## config.mk

```make
export PLATFORM = sky130hd
export DESIGN_NAME = permutationPipeline
export DESIGN_NICKNAME = d
export VERILOG_FILES = /design/src/logic/boolFuncPkg.sv /design/src/logic/resultPkg.sv /design/src/logic/delayLine.sv /design/src/logic/botFifo.sv /design/src/logic/variableSwapper.sv /design/src/logic/subsetAccumulator.sv /design/src/logic/resultBuffer.sv /design/src/logic/sumTree.sv /design/src/logic/permutationPipeline.sv
export SDC_FILE = /design/constraint.sdc
export NUM_CORES = 2
export LEC_CHECK = 0
export BUFFER_PORTS_ARGS = -buffer_cell sky130_fd_sc_hd__buf_2
export CORE_MARGIN = 2
export CORE_UTILIZATION = 49
export DETAILED_ROUTE_END_ITERATION = 6
export PLACE_DENSITY_LB_ADDON = 0.2
export SYNTH_ARGS = -nofsm -noshare
export SYNTH_HDL_FRONTEND = slang
export SYNTH_HIERARCHICAL = 1
export SYNTH_SLANG_ARGS = --single-unit
```

## constraint.sdc

```tcl
create_clock -name clk -period 6.9 [get_ports clk]
set_input_delay 0 -clock clk [delete_from_list [all_inputs] [get_ports clk]]
set_output_delay 0 -clock clk [all_outputs]
set_load 0.02 [all_outputs]
```

## src/logic/boolFuncPkg.sv

```systemverilog
package boolFuncPkg;

    // Four-variable monotone functions held as truth tables
    localparam int VAR_COUNT = 4;
    localparam int BOT_BITS = 1 << VAR_COUNT;

    // Lane 0 is the identity, lane k swaps variable 0 with variable k
    localparam int LANE_COUNT = VAR_COUNT;

    // Bit i holds the function value at the input whose variable bits form i
    typedef logic [BOT_BITS-1:0] botT;

    // Exchange variables varA and varB of a function
    function automatic botT swapVars(botT b, int unsigned varA, int unsigned varB);
        botT result;
        logic [VAR_COUNT-1:0] idx;
        logic [VAR_COUNT-1:0] src;
        for (int i = 0; i < BOT_BITS; i++) begin
            idx = VAR_COUNT'(i);
            src = idx;
            // Read the value from the input with the two variable bits exchanged
            src[varA] = idx[varB];
            src[varB] = idx[varA];
            result[i] = b[src];
        end
        return result;
    endfunction

endpackage

```

## src/logic/resultPkg.sv

```systemverilog
package resultPkg;

    // Largest supported batch
    localparam int MAX_BATCH = 64;

    // Result widths per lane and after the four-lane reduction
    localparam int LANE_SUM_BITS = 12;
    localparam int LANE_COUNT_BITS = 8;
    localparam int TOTAL_SUM_BITS = LANE_SUM_BITS + 2;
    localparam int TOTAL_COUNT_BITS = LANE_COUNT_BITS + 2;

    typedef logic [LANE_SUM_BITS-1:0] laneSumT;
    typedef logic [LANE_COUNT_BITS-1:0] laneCountT;
    typedef logic [TOTAL_SUM_BITS-1:0] totalSumT;
    typedef logic [TOTAL_COUNT_BITS-1:0] totalCountT;

    // Result memory read and adder tree latencies in cycles
    localparam int BUFFER_READ_LATENCY = 1;
    localparam int SUM_TREE_STAGES = 2;

endpackage

```

## src/logic/delayLine.sv

```systemverilog
`timescale 1ns/10ps

module delayLine #(
    parameter int CYCLES = 3
) (
    input  logic clk,
    input  logic rst,
    input  logic in,
    output logic out
);
    logic [CYCLES-1:0] stages;

    always_ff @(posedge clk) begin
        if (rst) begin
            stages <= '0;
        end else begin
            stages[0] <= in;
            for (int i = 1; i < CYCLES; i++) begin
                stages[i] <= stages[i-1];
            end
        end
    end

    assign out = stages[CYCLES-1];

endmodule

```

## src/logic/botFifo.sv

```systemverilog
`timescale 1ns/10ps

module botFifo
    import boolFuncPkg::*;
#(
    parameter int FIFO_DEPTH_LOG2 = 5
) (
    input  logic clk,
    input  logic rst,
    input  logic push,
    input  botT  pushBot,
    input  logic pushBatchEnd,
    input  logic stall,
    output logic almostFull,
    output logic popValid,
    output botT  popBot,
    output logic popBatchEnd
);
    localparam int FIFO_DEPTH = 1 << FIFO_DEPTH_LOG2;
    // Leaves room for the writer's reaction time
    localparam int ALMOST_FULL_LEVEL = FIFO_DEPTH - 4;

    botT  botMem [FIFO_DEPTH];
    logic batchEndMem [FIFO_DEPTH];
    logic [FIFO_DEPTH_LOG2-1:0] wrPtr;
    logic [FIFO_DEPTH_LOG2-1:0] rdPtr;
    logic [FIFO_DEPTH_LOG2:0] occupancy;
    logic doPush;
    logic doPop;

    assign doPush = push && (occupancy != FIFO_DEPTH);
    assign doPop = (occupancy != 0) && !stall;
    assign almostFull = occupancy >= ALMOST_FULL_LEVEL;

    always_ff @(posedge clk) begin
        if (doPush) begin
            botMem[wrPtr] <= pushBot;
            batchEndMem[wrPtr] <= pushBatchEnd;
        end
        // Registered output stage
        if (doPop) begin
            popBot <= botMem[rdPtr];
            popBatchEnd <= batchEndMem[rdPtr];
        end
    end

    always_ff @(posedge clk) begin
        if (rst) begin
            wrPtr <= '0;
            rdPtr <= '0;
            occupancy <= '0;
            popValid <= 1'b0;
        end else begin
            popValid <= doPop;
            if (doPush) begin
                wrPtr <= wrPtr + 1'b1;
            end
            if (doPop) begin
                rdPtr <= rdPtr + 1'b1;
            end
            case ({doPush, doPop})
                2'b10: occupancy <= occupancy + 1'b1;
                2'b01: occupancy <= occupancy - 1'b1;
                default: occupancy <= occupancy;
            endcase
        end
    end

endmodule

```

## src/logic/variableSwapper.sv

```systemverilog
`timescale 1ns/10ps

module variableSwapper
    import boolFuncPkg::*;
#(
    parameter int SWAP_VAR = 0
) (
    input  logic clk,
    input  logic rst,
    input  logic inValid,
    input  botT  inBot,
    input  logic inBatchEnd,
    output logic outValid,
    output botT  outBot,
    output logic outBatchEnd
);
    botT swapped;

    // SWAP_VAR of 0 leaves the bot unchanged
    assign swapped = swapVars(inBot, 0, SWAP_VAR);

    always_ff @(posedge clk) begin
        if (rst) begin
            outValid <= 1'b0;
        end else begin
            outValid <= inValid;
        end
    end

    // Payload registers
    always_ff @(posedge clk) begin
        outBot <= swapped;
        outBatchEnd <= inBatchEnd;
    end

endmodule

```

## src/logic/subsetAccumulator.sv

```systemverilog
`timescale 1ns/10ps

module subsetAccumulator
    import boolFuncPkg::*;
    import resultPkg::*;
(
    input  logic      clk,
    input  logic      rst,
    input  botT       top,
    input  logic      inValid,
    input  botT       inBot,
    input  logic      inBatchEnd,
    output logic      resultWrite,
    output laneSumT   laneSum,
    output laneCountT laneCount
);
    logic      isSubset;
    laneSumT   uncovered;
    laneSumT   sumAcc;
    laneSumT   nextSum;
    laneCountT countAcc;
    laneCountT nextCount;

    // A bot is a subset when it sets no bit outside top
    assign isSubset = (inBot & ~top) == '0;
    // Top bits left uncovered by the bot
    assign uncovered = laneSumT'($countones(top & ~inBot));

    always_comb begin
        nextSum = sumAcc;
        nextCount = countAcc;
        if (isSubset) begin
            nextSum = sumAcc + uncovered;
            nextCount = countAcc + 1'b1;
        end
    end

    always_ff @(posedge clk) begin
        if (rst) begin
            sumAcc <= '0;
            countAcc <= '0;
            resultWrite <= 1'b0;
        end else begin
            resultWrite <= inValid && inBatchEnd;
            if (inValid) begin
                // Batch end restarts the totals for the next batch
                if (inBatchEnd) begin
                    sumAcc <= '0;
                    countAcc <= '0;
                end else begin
                    sumAcc <= nextSum;
                    countAcc <= nextCount;
                end
            end
        end
    end

    // Final batch totals, presented with resultWrite
    always_ff @(posedge clk) begin
        if (inValid && inBatchEnd) begin
            laneSum <= nextSum;
            laneCount <= nextCount;
        end
    end

endmodule

```

## src/logic/resultBuffer.sv

```systemverilog
`timescale 1ns/10ps

module resultBuffer
    import boolFuncPkg::*;
    import resultPkg::*;
#(
    parameter int BUFFER_DEPTH_LOG2 = 4
) (
    input  logic      clk,
    input  logic      rst,
    input  logic      write,
    input  laneSumT   laneSums [LANE_COUNT],
    input  laneCountT laneCounts [LANE_COUNT],
    input  logic      slowDown,
    output logic      stallLanes,
    output logic      readStrobe,
    output laneSumT   readSums [LANE_COUNT],
    output laneCountT readCounts [LANE_COUNT]
);
    localparam int BUFFER_DEPTH = 1 << BUFFER_DEPTH_LOG2;
    // Margin for results still in the swapper and accumulator stages
    localparam int STALL_LEVEL = BUFFER_DEPTH - 6;

    laneSumT   sumMem [LANE_COUNT][BUFFER_DEPTH];
    laneCountT countMem [LANE_COUNT][BUFFER_DEPTH];
    logic [BUFFER_DEPTH_LOG2-1:0] wrPtr;
    logic [BUFFER_DEPTH_LOG2-1:0] rdPtr;
    logic [BUFFER_DEPTH_LOG2:0] occupancy;
    logic slowDownReg;

    assign readStrobe = (occupancy != 0) && !slowDownReg;

    // Lanes run in lockstep and share both pointers
    always_ff @(posedge clk) begin
        for (int lane = 0; lane < LANE_COUNT; lane++) begin
            if (write) begin
                sumMem[lane][wrPtr] <= laneSums[lane];
                countMem[lane][wrPtr] <= laneCounts[lane];
            end
            if (readStrobe) begin
                readSums[lane] <= sumMem[lane][rdPtr];
                readCounts[lane] <= countMem[lane][rdPtr];
            end
        end
    end

    always_ff @(posedge clk) begin
        if (rst) begin
            wrPtr <= '0;
            rdPtr <= '0;
            occupancy <= '0;
            slowDownReg <= 1'b0;
            stallLanes <= 1'b0;
        end else begin
            slowDownReg <= slowDown;
            stallLanes <= occupancy >= STALL_LEVEL;
            if (write) begin
                wrPtr <= wrPtr + 1'b1;
            end
            if (readStrobe) begin
                rdPtr <= rdPtr + 1'b1;
            end
            case ({write, readStrobe})
                2'b10: occupancy <= occupancy + 1'b1;
                2'b01: occupancy <= occupancy - 1'b1;
                default: occupancy <= occupancy;
            endcase
        end
    end

endmodule

```

## src/logic/sumTree.sv

```systemverilog
`timescale 1ns/10ps

module sumTree
    import boolFuncPkg::*;
    import resultPkg::*;
(
    input  logic       clk,
    input  logic       rst,
    input  laneSumT    laneSums [LANE_COUNT],
    input  laneCountT  laneCounts [LANE_COUNT],
    output totalSumT   pcoeffSum,
    output totalCountT pcoeffCount
);
    localparam int PAIR_COUNT = LANE_COUNT / 2;

    // One extra bit per stage
    logic [$bits(laneSumT):0]   pairSums [PAIR_COUNT];
    logic [$bits(laneCountT):0] pairCounts [PAIR_COUNT];

    // Stage one, lanes 0 with 1 and 2 with 3
    for (genvar p = 0; p < PAIR_COUNT; p++) begin : gPair
        always_ff @(posedge clk) begin
            if (rst) begin
                pairSums[p] <= '0;
                pairCounts[p] <= '0;
            end else begin
                pairSums[p] <= laneSums[2*p] + laneSums[2*p+1];
                pairCounts[p] <= laneCounts[2*p] + laneCounts[2*p+1];
            end
        end
    end

    // Stage two into the output registers
    always_ff @(posedge clk) begin
        if (rst) begin
            pcoeffSum <= '0;
            pcoeffCount <= '0;
        end else begin
            pcoeffSum <= pairSums[0] + pairSums[1];
            pcoeffCount <= pairCounts[0] + pairCounts[1];
        end
    end

endmodule

```

## src/logic/permutationPipeline.sv

```systemverilog
`timescale 1ns/10ps

module permutationPipeline
    import boolFuncPkg::*;
    import resultPkg::*;
#(
    parameter int FIFO_DEPTH_LOG2 = 5,
    parameter int BUFFER_DEPTH_LOG2 = 4
) (
    input  logic       clk,
    input  logic       rst,
    input  logic       writeTop,
    input  botT        top,
    input  logic       writeBot,
    input  botT        bot,
    input  logic       batchEnd,
    output logic       almostFull,
    input  logic       slowDown,
    output logic       resultValid,
    output totalSumT   pcoeffSum,
    output totalCountT pcoeffCount
);
    botT  topReg;
    logic laneValid;
    botT  laneBot;
    logic laneBatchEnd;
    logic stallLanes;

    logic [LANE_COUNT-1:0] swapValid;
    logic [LANE_COUNT-1:0] swapBatchEnd;
    botT  swappedBot [LANE_COUNT];

    logic [LANE_COUNT-1:0] laneResultWrite;
    laneSumT   laneSum [LANE_COUNT];
    laneCountT laneCount [LANE_COUNT];

    logic      readStrobe;
    laneSumT   readSums [LANE_COUNT];
    laneCountT readCounts [LANE_COUNT];

    // Top is only reloaded while the pipeline is drained
    always_ff @(posedge clk) begin
        if (writeTop) begin
            topReg <= top;
        end
    end

    botFifo #(
        .FIFO_DEPTH_LOG2(FIFO_DEPTH_LOG2)
    ) inputFifo (
        .clk(clk),
        .rst(rst),
        .push(writeBot),
        .pushBot(bot),
        .pushBatchEnd(batchEnd),
        .stall(stallLanes),
        .almostFull(almostFull),
        .popValid(laneValid),
        .popBot(laneBot),
        .popBatchEnd(laneBatchEnd)
    );

    // One lane per variable, lane 0 passes the bot unchanged
    for (genvar k = 0; k < LANE_COUNT; k++) begin : gLane
        variableSwapper #(
            .SWAP_VAR(k)
        ) swapper (
            .clk(clk),
            .rst(rst),
            .inValid(laneValid),
            .inBot(laneBot),
            .inBatchEnd(laneBatchEnd),
            .outValid(swapValid[k]),
            .outBot(swappedBot[k]),
            .outBatchEnd(swapBatchEnd[k])
        );

        subsetAccumulator accumulator (
            .clk(clk),
            .rst(rst),
            .top(topReg),
            .inValid(swapValid[k]),
            .inBot(swappedBot[k]),
            .inBatchEnd(swapBatchEnd[k]),
            .resultWrite(laneResultWrite[k]),
            .laneSum(laneSum[k]),
            .laneCount(laneCount[k])
        );
    end

    // Lockstep lanes, all write strobes coincide
    resultBuffer #(
        .BUFFER_DEPTH_LOG2(BUFFER_DEPTH_LOG2)
    ) buffer (
        .clk(clk),
        .rst(rst),
        .write(&laneResultWrite),
        .laneSums(laneSum),
        .laneCounts(laneCount),
        .slowDown(slowDown),
        .stallLanes(stallLanes),
        .readStrobe(readStrobe),
        .readSums(readSums),
        .readCounts(readCounts)
    );

    sumTree reduction (
        .clk(clk),
        .rst(rst),
        .laneSums(readSums),
        .laneCounts(readCounts),
        .pcoeffSum(pcoeffSum),
        .pcoeffCount(pcoeffCount)
    );

    // Read strobe aligned with the adder tree output
    delayLine #(
        .CYCLES(BUFFER_READ_LATENCY + SUM_TREE_STAGES)
    ) validDelay (
        .clk(clk),
        .rst(rst),
        .in(readStrobe),
        .out(resultValid)
    );

endmodule

```

Word level (Yosys, flattened, before mapping)
Memories as Yosys holds them, arrays and structs flattened. A register that Yosys moved wholly into a read port is not among the register bits.
Cells that the tools add are included.
{"block": "totals", "regBits": 382, "mem_bits_rw": 1868, "in_bits": 38, "output_inout_bits": 26, "elab_cells": 234, "mem_count": 6}
{"block": "op_classes", "add_sub_neg": 82, "n_lt_le_gt_ge": 5, "n_eq_ne": 5, "muxes": 58, "n_bitwise": 19, "reduce_logical": 15}
{"name": "buffer.sumMem", "depth": 4, "width": 192, "read_ports": 4, "rd_clocked_by_memory_dff": 0, "wr": 4, "line": "resultBuffer.sv:24", "source": "laneSumT sumMem [LANE_COUNT][BUFFER_DEPTH];"}
{"name": "buffer.countMem", "depth": 4, "width": 128, "read_ports": 4, "rd_clocked_by_memory_dff": 0, "wr": 4, "line": "resultBuffer.sv:25", "source": "laneCountT countMem [LANE_COUNT][BUFFER_DEPTH];"}
{"name": "inputFifo.botMem", "depth": 32, "width": 16, "read_ports": 1, "rd_clocked_by_memory_dff": 1, "wr": 1, "line": "botFifo.sv:23", "source": "botT botMem [FIFO_DEPTH];"}
{"name": "inputFifo.batchEndMem", "depth": 32, "width": 1, "read_ports": 1, "rd_clocked_by_memory_dff": 1, "wr": 1, "line": "botFifo.sv:24", "source": "logic batchEndMem [FIFO_DEPTH];"}
{"name": "reduction.pairSums", "depth": 2, "width": 13, "read_ports": 2, "rd_clocked_by_memory_dff": 0, "wr": 2, "line": "sumTree.sv:17", "source": "logic [$bits(laneSumT):0] pairSums [PAIR_COUNT];"}
{"name": "reduction.pairCounts", "depth": 2, "width": 9, "read_ports": 2, "rd_clocked_by_memory_dff": 0, "wr": 2, "line": "sumTree.sv:18", "source": "logic [$bits(laneCountT):0] pairCounts [PAIR_COUNT];"}
{"op": "adder 12 bit", "n": 32}
{"op": "2-to-1 mux 12 bit", "n": 17}
{"op": "binary-select mux 12 bit (select 4 bit)", "n": 4}
{"op": "2-to-1 mux 192 bit", "n": 1}
{"op": "2-to-1 mux 8 bit", "n": 17}
{"op": "AND 16 bit", "n": 8}
{"op": "binary-select mux 8 bit (select 4 bit)", "n": 4}
{"op": "2-to-1 mux 128 bit", "n": 1}
{"op": "inverter 16 bit", "n": 5}
{"op": "adder 1 x 1 -> 2 bit", "n": 32}
{"op": "zero test 16 bit", "n": 4}
{"op": "demux 12 bit (select 4 bit)", "n": 1}
{"op": "adder 8 x 1 -> 8 bit, second input constant", "n": 4}
{"op": "demux 8 bit (select 4 bit)", "n": 1}
{"op": "adder 12 x 12 -> 13 bit", "n": 2}
{"op": "2-to-1 mux 13 bit", "n": 2}
{"op": "adder 8 x 8 -> 9 bit", "n": 2}
{"op": "2-to-1 mux 9 bit", "n": 2}
{"op": "adder 5 x 1 -> 5 bit, second input constant", "n": 3}
{"op": "adder 13 x 13 -> 14 bit", "n": 1}
{"op": "one-hot mux 6 bit (2 select lines)", "n": 1}
{"op": "adder 9 x 9 -> 10 bit", "n": 1}
{"op": "greater-or-equal comparator 5 bit, second input constant", "n": 2}
{"op": "inverter 4 -> 5 bit", "n": 2}
{"op": "other kinds (18)", "n": 35}

Logic depth before layout (Yosys ltp)
{"block": "depth", "depth_word": 9, "depth_mapped": 16, "mapped_depth_nobuf": 16}

Modules after synthesis
The synthesis kept the hierarchy.
{"module": "resultBuffer", "instances": 1, "cells_per_inst": 2485, "area_each_um2": 52117.5, "seq_area_each_um2": 41139.5}
{"module": "botFifo", "instances": 1, "cells_per_inst": 1071, "area_each_um2": 22323.9, "seq_area_each_um2": 17186.5}
{"module": "subsetAccumulator", "instances": 4, "cells_per_inst": 261, "area_each_um2": 2638.8, "seq_area_each_um2": 1021.0}
{"module": "sumTree", "instances": 1, "cells_per_inst": 439, "area_each_um2": 4145.2, "seq_area_each_um2": 1361.3}
{"module": "variableSwapper", "instances": 4, "cells_per_inst": 19, "area_each_um2": 374.1, "seq_area_each_um2": 360.3}
{"module": "permutationPipeline", "instances": 1, "cells_per_inst": 17, "area_each_um2": 489.2, "seq_area_each_um2": 480.5}
{"module": "delayLine", "instances": 1, "cells_per_inst": 6, "area_each_um2": 78.8, "seq_area_each_um2": 60.1}

Worst setup path before layout
OpenSTA, ideal clock, no wires.
{"block": "synth_path", "path_type": "reg2reg", "from": "register buffer.occupancy[2]", "to": "register buffer.occupancy[4]", "setup_ns": 0.121, "t_arrival_ns": 6.871, "required_time_ns": 6.779, "setup_slack_ns": -0.092, "path_stages_with_launch": 12, "path_buffers": 2, "period_less_slack_ns": 6.992, "path_cell_list": "dfxtp_1 clkbuf_1 nor3_1 a21oi_1 ha_1 clkbuf_1 xor2_1 ha_1 a21oi_1 or3_1 a31oi_1 mux2_2"}
{"block": "synth_via", "elab_chain_len": 4, "word_cells_on_any_way": 8, "classes_between": "add/sub (2); eq/ne (2); mux (1); reduce/logical (3)"}
{"item": "from (decl)", "line": "resultBuffer.sv:28", "source": "logic [BUFFER_DEPTH_LOG2:0] occupancy;"}
{"item": "from (signal assigned)", "line": "resultBuffer.sv:64", "source": "2'b10: occupancy <= occupancy + 1'b1;"}
{"item": "from (signal assigned)", "line": "resultBuffer.sv:65", "source": "2'b01: occupancy <= occupancy - 1'b1;"}
{"item": "from (signal assigned)", "line": "resultBuffer.sv:66", "source": "default: occupancy <= occupancy;"}
{"item": "nonzero test 5 bit (*)", "line": "resultBuffer.sv:31", "source": "assign readStrobe = (occupancy != 0) && !slowDownReg;"}
{"item": "logical AND 1 bit (*)", "line": "resultBuffer.sv:31"}
{"item": "net readStrobe", "line": "permutationPipeline.sv:37", "source": "logic readStrobe;"}
{"item": "== test 2 x 1 -> 1 bit / == test 2 bit (equally long branches)", "line": "resultBuffer.sv:63", "source": "case ({write, readStrobe})"}
{"item": "one-hot mux 5 bit (2 select lines) / nonzero test 2 bit (equally long branches)"}
The timed path passes the listed nets; every way through them passes the cells marked *.
A chain may end at the register's enable or synchronous reset.

Final worst setup path
{"block": "layout_path", "from": "register topReg[7]", "to": "register gLane[2].accumulator.laneSum[5], data pin"}
{"block": "layout_via", "elab_chain_len": 7, "word_cells_on_any_way": 10, "classes_between": "add/sub (5); mux (1); bitwise (3); reduce/logical (1)"}
{"item": "from (decl)", "line": "permutationPipeline.sv:23", "source": "botT topReg;"}
{"item": "from (signal assigned)", "line": "permutationPipeline.sv:44", "source": "topReg <= top;"}
{"item": "AND 16 bit", "line": "subsetAccumulator.sv:27", "source": "assign uncovered = laneSumT'($countones(top & ~inBot));"}
{"item": "adder 1 x 1 -> 2 bit (not written as such)", "line": "subsetAccumulator.sv:27"}
{"item": "adder 12 bit (not written as such) (3 in a row)", "line": "subsetAccumulator.sv:27"}
{"item": "adder 12 bit", "line": "subsetAccumulator.sv:33", "source": "nextSum = sumAcc + uncovered;"}
{"item": "2-to-1 mux 12 bit (*)", "line": "subsetAccumulator.sv:32", "source": "if (isSubset) begin"}
{"item": "net gLane[2].accumulator.nextSum[5]", "line": "subsetAccumulator.sv:20", "source": "laneSumT nextSum;"}
{"item": "to (signal assigned)", "line": "subsetAccumulator.sv:61", "source": "laneSum <= nextSum;"}
{"item": "to (decl)", "line": "subsetAccumulator.sv:14", "source": "output laneSumT laneSum,"}
Marked as above.

==> out/metrics.yaml <==
finalPower_mw: 37.64
clockBufferDepth: 3
root_buffer: "clkbuf_16"
vdd_drop_max_uv: 306.5
routed_wl_mm: 217.0
slew_viol_final: 0
cp_max_fo: 8
core.rowCount: 158
h-tree-depth: 4
r2r-start: "topReg[7]"
avgSynthCellArea_um2: 17.75
whs_ps: 139.5
synthCells: 5138
place_inst: 7554
nets: 5594
async_flop_share: 0
routed-wl-met2_mm: 108.3
final_cells: 8022
period_share: 0.6988
endpoint_kind: "register"
synthAdderAreaFrac: 0.03205
dieArea_um2: 189600
synth_top_family_by_area: "multiplexers"
place.detailed.hpwl_mm: 122.4
crit_arrival_ps: 5420
p_leak_nw: 33.61
post-route-util: 0.5491
worst_clock_skew_ps: 33.66
post_cts_buffers: 0
relSlewSlack: 0.2540
final_layout_size_suffix_gt1_frac: 0.1524
grt_pass1_wl_mm: 318.3
synth_area_um2: 91210
vias_per_cell: 5.923
ys_seq_area_frac: 0.7209
cts_made_buffers: 222
initial_utilization: 0.4924
pin_count: 64
synth_compound_gate_area_share: 0.06545
ys_ff_latch: 2276
synth_flop_cell: "edfxtp_1"
hp-class: "primary input to register"
min_from: "rst"
rsz0062_at_grt: "no"
port_buffers: 63
layout_common_cells: "edfxtp_1 (2,017), mux2i_1 (397), mux4_2 (262), dfxtp_1 (252), clkbuf_16 (228)"
antenna_found_initial: 6
drt-met1-wl_mm: 92.43
maxCapViolCount: 0
drtPass1Iterations: 6
drt_iter0_markers: 4838
finalSetupViolCount: 0
wl_met3_mm: 11.62
grt_pass1_vias: 47640
fp.dieW_um: 435.4
gp_congestion: 0.8339
worstSetupStartpointType: "register"
path_class: "register to register"
cts-hold-fix-buffers: 55
overflow: 0
drc: 0
ys_warn_count: 6
tightest_slew_ps: 1119
synth-simple-area-share: 0.04055
cts-resized-gates: 0
final.setup.tns_ps: 0
clock_latency_ps: 860
critPathRequiredTime_ps: 7500
synth_mux_area_frac: 0.1101
synth_edf_count: 2017
highest_layer: "met4"
final_antenna_net_count: 0
nFillCells: 14350
fmax_ghz: 0.2074
outcome: "complete, no violations"
synth_xor_area_frac: 0.01124
final_common_cell: "edfxtp_1"
grt_max_degree: 129
coreArea_um2: 185200
path_clk_slew_ps: 60
critPathLaunch: "topReg[7]"
hold_viol_final: 0
cts_tree: "built"
yosysUniqueCellTypes: 87
syn_to_final_growth_pct: 11.51
cts.sinks: 2276
die_h_um: 435.4
track_usage: 0.2272
min_period_ps: 4821
wl_per_cell_um: 27.05
power.density_nw_per_um2: 370.1
syn_nets: 5379
num_vias: 47520
[worst max-delay path, cell delays in order, from the launching register on]
cell and delay [ps]:
edfxtp_1 550, nor2b_1 220, fa_1 500, ha_1 200, ha_1 310, fa_1 550, fa_1 420, ha_1 330
ha_1 300, a211oi_1 380, o21bai_1 130, a21oi_1 300, xnor2_1 130, mux2_2 270
[worst paths after layout]
| path | depth (start not counted) | to | slack (ps) |
|---|---|---|---|
| hold / removal | 3 | buffer/rdPtr[3] | 140 |
| setup reg to reg | 13 | gLane[2].accumulator/laneSum[5] | 2080 |
| setup / recovery | 13 | gLane[2].accumulator/laneSum[5] | 2080 |
| hold reg to reg | 0 | gLane[2].swapper/outBot[15] | 430 |
[routing by layer]
metal  vias up  global-route usage
met5         -                   0
li1      21000                   -
met4         0             0.05813
met2      1422              0.3857
met1     24800              0.3117
met3       293             0.02962
[through the flow]
stage / instance area (um^2) / setup WS, ps
5_1_grt: 101700 / 1824
2_1_floorplan: 91210 / 1741
4_1_cts: 101700 / 2087
3_3_place_gp: 94250 / 2157
6_report: 101700 / 2079
3_5_place_dp: 94250 / 2116
[state kept, by name, indices dropped and copies added, names as in the netlist, 18 cells and up]
name                         count
buffer/sumMem                  768
buffer/countMem                512
inputFifo/botMem               512
gLane.swapper/outBot            64
buffer/readSums                 48
gLane.accumulator/laneSum       48
gLane.accumulator/sumAcc        48
buffer/readCounts               32
gLane.accumulator/countAcc      32
gLane.accumulator/laneCount     32
inputFifo/batchEndMem           32
reduction/pairSums              26
reduction/pairCounts            18
[power breakdown]
part	total [mW]	leakage (nW)	switching (mW)	internal, mW
clock	11.5	3.37	5.11	6.43
sequential	17.0	20.4	0.849	16.1
combinational	9.15	9.84	5.18	3.97
[logic make-up (layout without fill, tap and decap cells)]
family / count (synthesis) / after routing
buffers and inverters: 346 / 747
other: 0 / 3
flip-flops: 2276 / 2276
AO/OA/AOI/OAI: 817 / 817
XOR/XNOR: 117 / 117
AND/OR/NAND/NOR: 705 / 705
multiplexers: 674 / 674
adder cells (fa/ha/maj): 203 / 203
[synthesized netlist by cell type, types with 9 or more instances]
cell       instances  share of area
o22ai_1           20         0.0014
a221oi_1         163          0.016
ha_1             152          0.021
a22oi_1          111         0.0091
nor2b_1           86         0.0059
and2_1            27         0.0019
o21a_1             9        0.00074
nand4_1           28         0.0019
o221ai_1          17         0.0016
nand2b_1          63         0.0043
o21ai_1           26         0.0014
xnor2_1           64         0.0061
dfxtp_1          259          0.057
nor2_1           178         0.0073
edfxtp_1        2017           0.66
o31ai_1           15         0.0012
o21ai_0          149         0.0082
nor3_1            17        0.00093
a22o_1            17         0.0016
buf_1             12        0.00049
mux2_2            15         0.0019
nand3b_1           9        0.00074
buf_2             33         0.0018
nand2_1          168         0.0069
a2111oi_2         15         0.0025
a21o_1            31         0.0026
mux4_2           262          0.065
a2bb2oi_1         11         0.0011
o211ai_1          13         0.0011
a21oi_1          108         0.0059
buf_4             52         0.0043
clkbuf_1          96         0.0040
inv_1            115         0.0047
nand3_1           18        0.00099
mux2i_1          397          0.044
or4_1              9        0.00074
a211oi_1          19         0.0016
and3_1            26         0.0018
o21bai_1          13         0.0011
o2111ai_1         12         0.0012
fa_1              51          0.011
xor2_1            53         0.0051
buf_6             33         0.0041
a31oi_1           17         0.0012
or3_1             29         0.0020
[layout make-up]
class | instances | area [um^2] | area share
antenna | 3 | 7.507 | 0.00007381
multi-input combinational | 2516 | 23740 | 0.2334
clock buffer | 302 | 6125 | 0.06022
tap | 2480 | 3103 | 0.03051
timing repair buffer | 220 | 1738 | 0.01709
clock inverter | 108 | 779.5 | 0.007664
inverter | 117 | 441.7 | 0.004343
sequential | 2276 | 65780 | 0.6467
No activity file was read; power rests on OpenSTA's default activity.
